--- src/hdl/frep_pkg.sv ---
////////////////////
// FREP sequencer shared definitions
// Widths, opcodes, instruction fields and payload types
////////////////////

package frep_pkg;

  // Datapath and storage sizes
  localparam int unsigned data_width = 32;
  localparam int unsigned qid_bits = 5;
  localparam int unsigned buffer_depth = 16;
  localparam int unsigned depth_bits = $clog2(buffer_depth);
  localparam int unsigned loop_iter_bits = 16;
  localparam int unsigned stagger_bits = 3;
  localparam int unsigned reg_bits = 5;

  // Major opcodes seen by the decoder
  localparam logic [6:0] frep_opcode = 7'b0001011;
  localparam logic [6:0] csr_opcode = 7'b1110011;

  // FREP immediate fields
  localparam int unsigned max_inst_lsb = 20;
  localparam int unsigned stagger_max_lsb = 12;
  localparam int unsigned stagger_mask_lsb = 8;

  // Register fields rd, rs1, rs2, rs3 in stagger mask bit order
  localparam int unsigned reg_field_lsb [4] = '{7, 15, 20, 27};

  typedef logic [data_width-1:0] data_t;
  typedef logic [31:0] insn_t;

  typedef struct packed {
    insn_t insn;
    data_t argc;
  } rb_entry_t;

  typedef struct packed {
    logic [qid_bits-1:0] qid;
    insn_t               insn;
    data_t               arga;
    data_t               argb;
    data_t               argc;
    logic                repd;
  } issue_t;

  typedef struct packed {
    logic [depth_bits-1:0]     max_inst;
    logic [loop_iter_bits-1:0] max_iter;
    logic [stagger_bits-1:0]   stagger_max;
    logic [3:0]                stagger_mask;
  } loop_cfg_t;

  typedef enum logic [1:0] {
    path_buffer,
    path_direct,
    path_frep
  } path_e;

endpackage

--- src/hdl/offload_if.sv ---
////////////////////
// Offload instruction stream
// One issue payload with a valid/ready handshake
////////////////////

`timescale 1ns/1ns

interface offload_if;

  // Payload, held stable from valid until the transfer
  frep_pkg::issue_t data;
  logic             valid;
  logic             ready;

  // Producer side
  modport src (
    output data,
    output valid,
    input  ready
  );

  // Consumer side
  modport dst (
    input  data,
    input  valid,
    output ready
  );

endinterface

--- src/hdl/frep_decoder.sv ---
////////////////////
// Instruction decoder
// Sorts each incoming instruction onto the FREP, direct or buffered path
////////////////////

`timescale 1ns/1ns

module frep_decoder (
  input  frep_pkg::insn_t                inp_insn_i,
  input  logic [frep_pkg::qid_bits-1:0]  inp_qid_i,
  input  frep_pkg::data_t                inp_arga_i,
  input  frep_pkg::data_t                inp_argb_i,
  input  frep_pkg::data_t                inp_argc_i,
  input  logic                           inp_valid_i,
  output logic                           inp_ready_o,
  offload_if.src                         direct,
  output logic                           rb_wvalid_o,
  output frep_pkg::rb_entry_t            rb_wdata_o,
  input  logic                           rb_wready_i,
  output logic                           frep_valid_o,
  output frep_pkg::loop_cfg_t            frep_cfg_o,
  input  logic                           frep_ready_i
);

  frep_pkg::path_e path;

  // Only the major opcode matters here
  always_comb begin
    case (inp_insn_i[6:0])
      frep_pkg::frep_opcode: path = frep_pkg::path_frep;
      frep_pkg::csr_opcode:  path = frep_pkg::path_direct;
      default:               path = frep_pkg::path_buffer;
    endcase
  end

  ////////////////////
  // Handshake demux
  ////////////////////

  assign rb_wvalid_o  = inp_valid_i && (path == frep_pkg::path_buffer);
  assign direct.valid = inp_valid_i && (path == frep_pkg::path_direct);
  assign frep_valid_o = inp_valid_i && (path == frep_pkg::path_frep);

  always_comb begin
    case (path)
      frep_pkg::path_frep:   inp_ready_o = frep_ready_i;
      frep_pkg::path_direct: inp_ready_o = direct.ready;
      default:               inp_ready_o = rb_wready_i;
    endcase
  end

  // Buffered entries keep only the instruction and argument C
  assign rb_wdata_o = '{insn: inp_insn_i, argc: inp_argc_i};

  assign direct.data = '{
    qid:  inp_qid_i,
    insn: inp_insn_i,
    arga: inp_arga_i,
    argb: inp_argb_i,
    argc: inp_argc_i,
    repd: 1'b0
  };

  // Loop config fields, iteration count comes from the integer operand
  assign frep_cfg_o = '{
    max_inst:     inp_insn_i[frep_pkg::max_inst_lsb +: frep_pkg::depth_bits],
    max_iter:     inp_arga_i[frep_pkg::loop_iter_bits-1:0],
    stagger_max:  inp_insn_i[frep_pkg::stagger_max_lsb +: frep_pkg::stagger_bits],
    stagger_mask: inp_insn_i[frep_pkg::stagger_mask_lsb +: 4]
  };

endmodule

--- src/hdl/ring_buffer.sv ---
////////////////////
// Ring buffer
// Circular store with random read and multi-entry release
////////////////////

`timescale 1ns/1ns

module ring_buffer #(
  parameter int unsigned depth = 16,
  parameter type entry_t = logic [31:0],
  localparam int unsigned ptr_bits = $clog2(depth),
  localparam int unsigned cnt_bits = $clog2(depth + 1)
) (
  input  logic                clk_i,
  input  logic                rst_i,
  input  logic                wvalid_i,
  input  entry_t              wdata_i,
  output logic                wready_o,
  input  logic [ptr_bits-1:0] raddr_i,
  input  logic                advance_i,
  input  logic [cnt_bits-1:0] step_i,
  output entry_t              rdata_o,
  output logic                rvalid_o,
  output logic [ptr_bits-1:0] wptr_o,
  output logic                empty_o
);

  entry_t mem [depth];

  // Filled region runs from fptr_q up to wptr_q
  logic [ptr_bits-1:0] wptr_q;
  logic [ptr_bits-1:0] fptr_q;
  logic [ptr_bits-1:0] offset;
  logic [cnt_bits-1:0] cnt_q;
  logic [cnt_bits-1:0] cnt_d;
  logic                full;
  logic                push;

  assign full     = cnt_q == cnt_bits'(depth);
  assign wready_o = !full;
  assign push     = wvalid_i && wready_o;
  assign empty_o  = cnt_q == '0;
  assign wptr_o   = wptr_q;

  // Read side is combinational
  assign rdata_o  = mem[raddr_i];
  assign offset   = raddr_i - fptr_q;
  assign rvalid_o = cnt_bits'(offset) < cnt_q;

  assign cnt_d = cnt_q + cnt_bits'(push) - (advance_i ? step_i : '0);

  always_ff @(posedge clk_i) begin
    if (push) begin
      mem[wptr_q] <= wdata_i;
    end
  end

  always_ff @(posedge clk_i) begin
    if (rst_i) begin
      wptr_q <= '0;
      fptr_q <= '0;
      cnt_q  <= '0;
    end else begin
      if (push) begin
        wptr_q <= wptr_q + 1'b1;
      end
      if (advance_i) begin
        fptr_q <= fptr_q + step_i[ptr_bits-1:0];
      end
      cnt_q <= cnt_d;
    end
  end

  ////////////////////
  // Assertions
  ////////////////////

  // Filled region never exceeds the depth and always ends at the write pointer
  assert property (@(posedge clk_i) disable iff (rst_i)
    (cnt_q <= cnt_bits'(depth)) && (wptr_q == fptr_q + ptr_bits'(cnt_q)))
    else $error("ring buffer write overran the filled region");

  // The reader never releases entries that were not written
  assert property (@(posedge clk_i) disable iff (rst_i)
    advance_i |-> step_i <= cnt_q)
    else $error("ring buffer released more entries than it holds");

endmodule

--- src/hdl/frep_sequencer.sv ---
////////////////////
// FREP sequencer
// Replays buffered loop bodies with staggered register fields
////////////////////

`timescale 1ns/1ns

module frep_sequencer (
  input  logic                              clk_i,
  input  logic                              rst_i,
  input  logic                              frep_valid_i,
  input  frep_pkg::loop_cfg_t               frep_cfg_i,
  output logic                              frep_ready_o,
  output logic [frep_pkg::depth_bits-1:0]   rb_raddr_o,
  output logic                              rb_advance_o,
  output logic [frep_pkg::depth_bits:0]     rb_step_o,
  input  frep_pkg::rb_entry_t               rb_rdata_i,
  input  logic                              rb_rvalid_i,
  input  logic [frep_pkg::depth_bits-1:0]   rb_wptr_i,
  offload_if.src                            seq
);

  frep_pkg::loop_cfg_t                 cfg_q;
  logic                                cfg_valid_q;
  logic [frep_pkg::depth_bits-1:0]     base_q;
  logic [frep_pkg::depth_bits-1:0]     rd_ptr_q;
  logic [frep_pkg::depth_bits-1:0]     inst_cnt_q;
  logic [frep_pkg::loop_iter_bits-1:0] iter_cnt_q;
  logic [frep_pkg::stagger_bits-1:0]   stagger_cnt_q;
  logic                                loop_run;
  logic                                last_inst;
  logic                                last_iter;
  logic                                issue;
  logic                                rb_full;
  logic [frep_pkg::reg_bits-1:0]       stagger_add;
  frep_pkg::insn_t                     seq_insn;

  // Loop runs once every entry written before the FREP has left
  assign loop_run  = cfg_valid_q && (rd_ptr_q == base_q);
  assign last_inst = inst_cnt_q == cfg_q.max_inst;
  assign last_iter = iter_cnt_q == cfg_q.max_iter;
  assign issue     = seq.valid && seq.ready;

  // Outside a loop rd_ptr_q is the oldest entry, so a hit at wptr means full
  assign rb_full      = (rd_ptr_q == rb_wptr_i) && rb_rvalid_i;
  assign frep_ready_o = !cfg_valid_q && !rb_full;

  ////////////////////
  // Ring buffer access
  ////////////////////

  assign rb_raddr_o   = rd_ptr_q + inst_cnt_q;
  assign rb_step_o    = loop_run ? (frep_pkg::depth_bits + 1)'(cfg_q.max_inst) + 1'b1
                                 : (frep_pkg::depth_bits + 1)'(1);
  // The whole body is freed together after its final issue
  assign rb_advance_o = issue && (!loop_run || (last_inst && last_iter));

  always_ff @(posedge clk_i) begin
    if (rst_i) begin
      cfg_q         <= '0;
      cfg_valid_q   <= 1'b0;
      base_q        <= '0;
      rd_ptr_q      <= '0;
      inst_cnt_q    <= '0;
      iter_cnt_q    <= '0;
      stagger_cnt_q <= '0;
    end else begin
      if (frep_valid_i && frep_ready_o) begin
        cfg_q       <= frep_cfg_i;
        cfg_valid_q <= 1'b1;
        base_q      <= rb_wptr_i;
      end
      if (rb_advance_o) begin
        rd_ptr_q <= rd_ptr_q + rb_step_o[frep_pkg::depth_bits-1:0];
      end
      if (issue && loop_run) begin
        if (!last_inst) begin
          inst_cnt_q <= inst_cnt_q + 1'b1;
        end else if (last_iter) begin
          inst_cnt_q    <= '0;
          iter_cnt_q    <= '0;
          stagger_cnt_q <= '0;
          cfg_valid_q   <= 1'b0;
        end else begin
          // Body wrap, next iteration
          inst_cnt_q    <= '0;
          iter_cnt_q    <= iter_cnt_q + 1'b1;
          stagger_cnt_q <= (stagger_cnt_q == cfg_q.stagger_max) ? '0 : stagger_cnt_q + 1'b1;
        end
      end
    end
  end

  ////////////////////
  // Output composition
  ////////////////////

  assign stagger_add = {{(frep_pkg::reg_bits - frep_pkg::stagger_bits){1'b0}}, stagger_cnt_q};

  // Stagger count is zero outside a loop, so the mask is harmless there
  always_comb begin
    seq_insn = rb_rdata_i.insn;
    for (int i = 0; i < 4; i++) begin
      if (cfg_q.stagger_mask[i]) begin
        seq_insn[frep_pkg::reg_field_lsb[i] +: frep_pkg::reg_bits] =
          rb_rdata_i.insn[frep_pkg::reg_field_lsb[i] +: frep_pkg::reg_bits] + stagger_add;
      end
    end
  end

  assign seq.valid = rb_rvalid_i;
  assign seq.data  = '{
    qid:  '0,
    insn: seq_insn,
    arga: '0,
    argb: '0,
    argc: rb_rdata_i.argc,
    repd: iter_cnt_q != '0
  };

  // Only one loop level, a second FREP must wait for the first to end
  assert property (@(posedge clk_i) disable iff (rst_i)
    cfg_valid_q |-> !frep_valid_i)
    else $error("FREP received while a loop is configured");

endmodule

--- src/hdl/offload_arbiter.sv ---
////////////////////
// Output arbiter
// Direct stream wins only while the ring buffer is empty
////////////////////

`timescale 1ns/1ns

module offload_arbiter (
  input  logic                          clk_i,
  input  logic                          rst_i,
  offload_if.dst                        direct,
  offload_if.dst                        seq,
  input  logic                          rb_empty_i,
  output logic [frep_pkg::qid_bits-1:0] oup_qid_o,
  output frep_pkg::insn_t               oup_insn_o,
  output frep_pkg::data_t               oup_arga_o,
  output frep_pkg::data_t               oup_argb_o,
  output frep_pkg::data_t               oup_argc_o,
  output logic                          oup_repd_o,
  output logic                          oup_valid_o,
  input  logic                          oup_ready_i
);

  frep_pkg::issue_t oup_data;

  assign direct.ready = rb_empty_i && oup_ready_i;
  assign seq.ready    = !rb_empty_i && oup_ready_i;
  assign oup_data     = rb_empty_i ? direct.data : seq.data;
  assign oup_valid_o  = rb_empty_i ? direct.valid : seq.valid;

  // Unpack onto the plain output port
  assign oup_qid_o  = oup_data.qid;
  assign oup_insn_o = oup_data.insn;
  assign oup_arga_o = oup_data.arga;
  assign oup_argb_o = oup_data.argb;
  assign oup_argc_o = oup_data.argc;
  assign oup_repd_o = oup_data.repd;

  // Direct issue never overtakes a pending sequenced entry
  assert property (@(posedge clk_i) disable iff (rst_i)
    direct.valid && direct.ready |-> !seq.valid)
    else $error("direct transfer while a sequenced entry is pending");

  // Stalled output keeps its payload
  assert property (@(posedge clk_i) disable iff (rst_i)
    oup_valid_o && !oup_ready_i |=> oup_valid_o && $stable(oup_data))
    else $error("output changed under back-pressure");

endmodule

--- src/hdl/frep_top.sv ---
////////////////////
// FREP sequencer top level
////////////////////

`timescale 1ns/1ns

module frep_top (
  input  logic                          clk_i,
  input  logic                          rst_i,
  input  frep_pkg::insn_t               inp_insn_i,
  input  logic [frep_pkg::qid_bits-1:0] inp_qid_i,
  input  frep_pkg::data_t               inp_arga_i,
  input  frep_pkg::data_t               inp_argb_i,
  input  frep_pkg::data_t               inp_argc_i,
  input  logic                          inp_valid_i,
  output logic                          inp_ready_o,
  output logic [frep_pkg::qid_bits-1:0] oup_qid_o,
  output frep_pkg::insn_t               oup_insn_o,
  output frep_pkg::data_t               oup_arga_o,
  output frep_pkg::data_t               oup_argb_o,
  output frep_pkg::data_t               oup_argc_o,
  output logic                          oup_repd_o,
  output logic                          oup_valid_o,
  input  logic                          oup_ready_i
);

  offload_if direct_if ();
  offload_if seq_if ();

  // Decoder to ring buffer and sequencer
  logic                            rb_wvalid;
  frep_pkg::rb_entry_t             rb_wdata;
  logic                            rb_wready;
  logic                            frep_valid;
  frep_pkg::loop_cfg_t             frep_cfg;
  logic                            frep_ready;

  // Sequencer and ring buffer
  logic [frep_pkg::depth_bits-1:0] rb_raddr;
  logic                            rb_advance;
  logic [frep_pkg::depth_bits:0]   rb_step;
  frep_pkg::rb_entry_t             rb_rdata;
  logic                            rb_rvalid;
  logic [frep_pkg::depth_bits-1:0] rb_wptr;
  logic                            rb_empty;

  frep_decoder i_decoder (
    .inp_insn_i   (inp_insn_i),
    .inp_qid_i    (inp_qid_i),
    .inp_arga_i   (inp_arga_i),
    .inp_argb_i   (inp_argb_i),
    .inp_argc_i   (inp_argc_i),
    .inp_valid_i  (inp_valid_i),
    .inp_ready_o  (inp_ready_o),
    .direct       (direct_if.src),
    .rb_wvalid_o  (rb_wvalid),
    .rb_wdata_o   (rb_wdata),
    .rb_wready_i  (rb_wready),
    .frep_valid_o (frep_valid),
    .frep_cfg_o   (frep_cfg),
    .frep_ready_i (frep_ready)
  );

  ring_buffer #(
    .depth   (frep_pkg::buffer_depth),
    .entry_t (frep_pkg::rb_entry_t)
  ) i_ring_buffer (
    .clk_i     (clk_i),
    .rst_i     (rst_i),
    .wvalid_i  (rb_wvalid),
    .wdata_i   (rb_wdata),
    .wready_o  (rb_wready),
    .raddr_i   (rb_raddr),
    .advance_i (rb_advance),
    .step_i    (rb_step),
    .rdata_o   (rb_rdata),
    .rvalid_o  (rb_rvalid),
    .wptr_o    (rb_wptr),
    .empty_o   (rb_empty)
  );

  frep_sequencer i_sequencer (
    .clk_i        (clk_i),
    .rst_i        (rst_i),
    .frep_valid_i (frep_valid),
    .frep_cfg_i   (frep_cfg),
    .frep_ready_o (frep_ready),
    .rb_raddr_o   (rb_raddr),
    .rb_advance_o (rb_advance),
    .rb_step_o    (rb_step),
    .rb_rdata_i   (rb_rdata),
    .rb_rvalid_i  (rb_rvalid),
    .rb_wptr_i    (rb_wptr),
    .seq          (seq_if.src)
  );

  offload_arbiter i_arbiter (
    .clk_i       (clk_i),
    .rst_i       (rst_i),
    .direct      (direct_if.dst),
    .seq         (seq_if.dst),
    .rb_empty_i  (rb_empty),
    .oup_qid_o   (oup_qid_o),
    .oup_insn_o  (oup_insn_o),
    .oup_arga_o  (oup_arga_o),
    .oup_argb_o  (oup_argb_o),
    .oup_argc_o  (oup_argc_o),
    .oup_repd_o  (oup_repd_o),
    .oup_valid_o (oup_valid_o),
    .oup_ready_i (oup_ready_i)
  );

endmodule

--- config.mk ---
export PLATFORM = sky130hd
export DESIGN_NAME = frep_top
export DESIGN_NICKNAME = d
export VERILOG_FILES = /design/src/hdl/frep_pkg.sv /design/src/hdl/offload_if.sv /design/src/hdl/frep_decoder.sv /design/src/hdl/ring_buffer.sv /design/src/hdl/frep_sequencer.sv /design/src/hdl/offload_arbiter.sv /design/src/hdl/frep_top.sv
export SDC_FILE = /design/constraint.sdc
export NUM_CORES = 1
export LEC_CHECK = 0
export CAP_MARGIN = 15
export CORE_AREA = 2 2 311 313
export DETAILED_ROUTE_END_ITERATION = 6
export DIE_AREA = 0 0 313 315
export DONT_BUFFER_PORTS = 1
export HOLD_SLACK_MARGIN = 0.05
export PLACE_DENSITY = 0.75
export SKIP_CTS_REPAIR_TIMING = 1
export SLEW_MARGIN = 40
export SYNTH_ARGS = -nofsm -noshare
export SYNTH_HDL_FRONTEND = slang
export SYNTH_HIERARCHICAL = 1
export SYNTH_SLANG_ARGS = --single-unit
--- constraint.sdc ---
create_clock -name clk_i -period 21.6 [get_ports clk_i]
set_clock_uncertainty 0.2 [all_clocks]
set_input_delay 3.24 -clock clk_i [delete_from_list [all_inputs] [get_ports clk_i]]
set_output_delay 3.24 -clock clk_i [all_outputs]
set_load 0.05 [all_outputs]
==> summary.md <==
| Metric | Value |
|---|---|
| Status | `completed` |
| Number of global-route vias before repair | `around 23000` |
| Mapped cell area | `47400 sq um` |
| Starting density of the core | `about 50%` |
| Cell taking the most area after synthesis | `edfxtp_1` |
| Via density | `5.99` |
| Post-DP HPWL | `between 50 and 60 mm` |
| IO buf count | `0` |
| Post-synthesis async set-or-reset flop share | `0%` |
| Setup violators final | `0` |
| Residual antenna-violating net count after detailed routing | `0` |
| First-pass GRT wire length | `about 150 mm` |
| Final worst setup slack | `around 12 ns` |
| Clk Latency, worst-skew pair | `0.67 ns` |
| Fin Setup TNS | `0 ns` |
| Worst slew pin tran | `~0.86 ns` |
| CP startpoint kind | `register` |
| Std-Cell Core Area | `between 90000 and 100000 sq um` |
| Mux share of post-synthesis cell area | `between 10% and 20%` |
| Final hold violation count | `0` |
| Critical Path End Type | `primary output` |
| Drt wl/cell | `~27 um` |
| Pleak | `15.8 nW` |
| Mean post-synth cell area | `between 15 and 20 sq um` |
| Yosys warns | `6` |
| Tot Pwr | `just over 6 mW` |
| Post-synth EDFFs | `between 1000 and 1500` |
| Post-synthesis sequential area ratio | `67.9%` |
| Max-Cap Viols | `0` |
| Nets | `2607` |
| Pint | `slightly above 4 mW` |
| H-tree levels | `3` |
| Grt total ovfl | `0` |
| Most used DFF post-synth | `edfxtp_1` |
| Part of the cycle the worst path needs | `between 40% and 50%` |
| Mapped Cells | `approximately 2600` |
| Post-Synth Adder-Cell Area | `under 10%` |
| RSZ-0062 raised after global routing | `false` |
| Area fraction of the dominant cell type after synthesis | `64.9%` |
| Clock buffer depth | `3` |
| Synth Area in Simple Gates | `3.05%` |
| TritonCTS buffer count | `between 100 and 150` |
| Xor and xnor area share after synthesis | `1.35%` |
| Clk network pwr share | `~28%` |
| Starting DRT DRC Count | `~2300` |
| Share of layout cells above drive strength 1 | `25.7%` |
| Worst path required time | `~18 ns` |
| Final hold slack | `~0.27 ns` |
| Crit-path max FO | `41` |
| Gp weighted congestion | `a little over 0.8` |
| Peak supply drop | `between 0.00009 and 0.0001 V` |
| Largest net degree at the start of global routing | `~120` |
| Net Sw Frac | `about a third` |
| CTS clock-pin slew for the worst setup and hold paths | `approximately 0.060 ns` |
| Hold Crit Class | `reg2reg` |
| Row Count | `around 110` |
| CTS tree | `yes` |
| Max-slew headroom | `between 40% and 50%` |
| Die Span Y | `about 320 um` |
| Largest family of logic cells by synthesized area | `multiplexers` |
| Pins Over Slew Limit | `0` |
| Final Non-Filler Cells | `about 3800` |
| WP data arrival | `between 6 and 7 ns` |
| Via Count | `22600` |
| Commonest cells in the netlist | `edfxtp_1, buf_4, mux4_2` |
| Total GRT Usage | `about a fifth` |
| DP Area | `46700 sq um` |
| Sequential Power Share | `about two fifths` |
| Yosys cell types | `56` |
| Post-synthesis register bit count | `approximately 1100` |
| Net Switching | `about 2.1 mW` |
| Final instance area | `49900 sq um` |
| Initial antenna violation count | `6` |
| Crit path time final | `approximately 9.5 ns` |
| Root Buffer | `clkbuf_16` |
| Length of the first detailed-routing pass in iterations | `7` |
| Synth top area cells | `edfxtp_1, mux4_2, buf_4` |
| Layout area overhead | `5.34%` |
| Die W | `roughly 310 um` |
| Pre-CTS WS | `12.83 ns` |
| Placed Cells | `~3600` |
| Total power per unit cell area | `around 120 nW/um^2` |
| Cell with the most instances after synthesis | `edfxtp_1` |
| WL final | `104 mm` |
| Finished Core Util | `approximately 52%` |
| Compound-Gate Fraction of Synth Area | `just over 3%` |
| Io pins | `approximately 270` |
| Comb power frac | `32.3%` |
| Fmax | `around 110 MHz` |
| Clk sinks | `1096` |
| Residual DRC | `0` |
| Die area | `98600 sq um` |
| Crit Path Category | `reg2out` |
==> sequential cells by signal, summed over array words and instances (netlist names) <==
signal / flops
i_sequencer/base_q: 4
i_sequencer/rd_ptr_q: 4
i_sequencer/inst_cnt_q: 4
i_ring_buffer/cnt_q: 5
i_ring_buffer/wptr_o: 4
i_sequencer/cfg_q: 27
i_sequencer/cfg_valid_q: 1
i_sequencer/stagger_cnt_q: 3
i_ring_buffer/fptr_q: 4
i_sequencer/iter_cnt_q: 16
i_ring_buffer/mem: 1024
==> placed cells by master, fill, tap and decap left out, types with 53 or more instances in the layout <==
cell type  count
mux4_2       256
nand2_1      156
xnor2_1       55
conb_1        70
a22oi_1      129
a21oi_1       53
edfxtp_1    1024
clkbuf_16    105
mux2_2       144
dfxtp_1       72
==> power groups by stage <==
| stage | Combinational, mW | Clock, mW | Sequential [mW] |
|---|---|---|---|
| 6_report | 1.97 | 1.71 | 2.41 |
| 3_5_place_dp | 1.97 | 0 | 2.45 |
| 4_1_cts | 1.98 | 1.74 | 2.41 |
| 2_1_floorplan | 1.81 | 0 | 2.45 |
| 5_1_grt | 2.09 | 1.83 | 2.41 |
| 3_3_place_gp | 1.93 | 0 | 2.45 |
==> routing by layer <==
metal,part of all wire (%),global-route usage [%],vias up
met1,38,27.6,11800
met2,49,34.3,1160
met3,9.5,5.20,169
met5,0.053,0,-
li1,-,-,9499
met4,2.7,6.99,8
==> final timing paths <==
| check | startpoint | endpoint | slack [ns] | cells past startpoint |
|---|---|---|---|---|
| worst max-delay path | i_sequencer/rd_ptr_q[1] | oup_insn_o[19] | 12.11 | 14 |
| worst min-delay path | i_sequencer/cfg_q[6] | i_sequencer/cfg_q[6] | 0.27 | 2 |
| worst max register to register | i_sequencer/rd_ptr_q[0] | i_ring_buffer/cnt_q[4] | 15.50 | 23 |
| worst min register to register | i_sequencer/cfg_q[6] | i_sequencer/cfg_q[6] | 0.27 | 2 |
==> cell families (layout without fill, tap and decap cells) <==
family          after synthesis  after routing
compound gates              215            215
fa+ha+maj                    56             56
simple gates                301            301
mux                         410            410
flops                      1096           1096
other cells                   2             71
xor+xnor                     73             73
buf+inv                     495            275
==> final cells by class <==
| type | count | area [sq um] |
|---|---|---|
| Fill cell | 7271 | 45800 |
| Multi-Input combinational cell | 1125 | 12200 |
| Inverter | 34 | 140 |
| Tap cell | 1276 | 1600 |
| Clock buffer | 119 | 2680 |
| Clock inverter | 69 | 488 |
| Sequential cell | 1096 | 32200 |
| Timing Repair Buffer | 53 | 632 |
| Antenna cell | 1 | 2.50 |
==> worst max-delay path, stage by stage, from the launching register on <==
cell      delay (ns)
dfxtp_1         0.51
inv_1           0.12
fa_1            0.44
xnor2_1         0.60
and2_2          0.79
buf_4           0.70
a22oi_1         0.20
nand2_1         0.13
ha_1            0.19
inv_1           0.06
fa_1            0.43
nor2b_1         0.14
o211ai_1        0.12
xnor2_1         0.47
mux2_2          0.44
No activity file was read; power rests on OpenSTA's default activity.
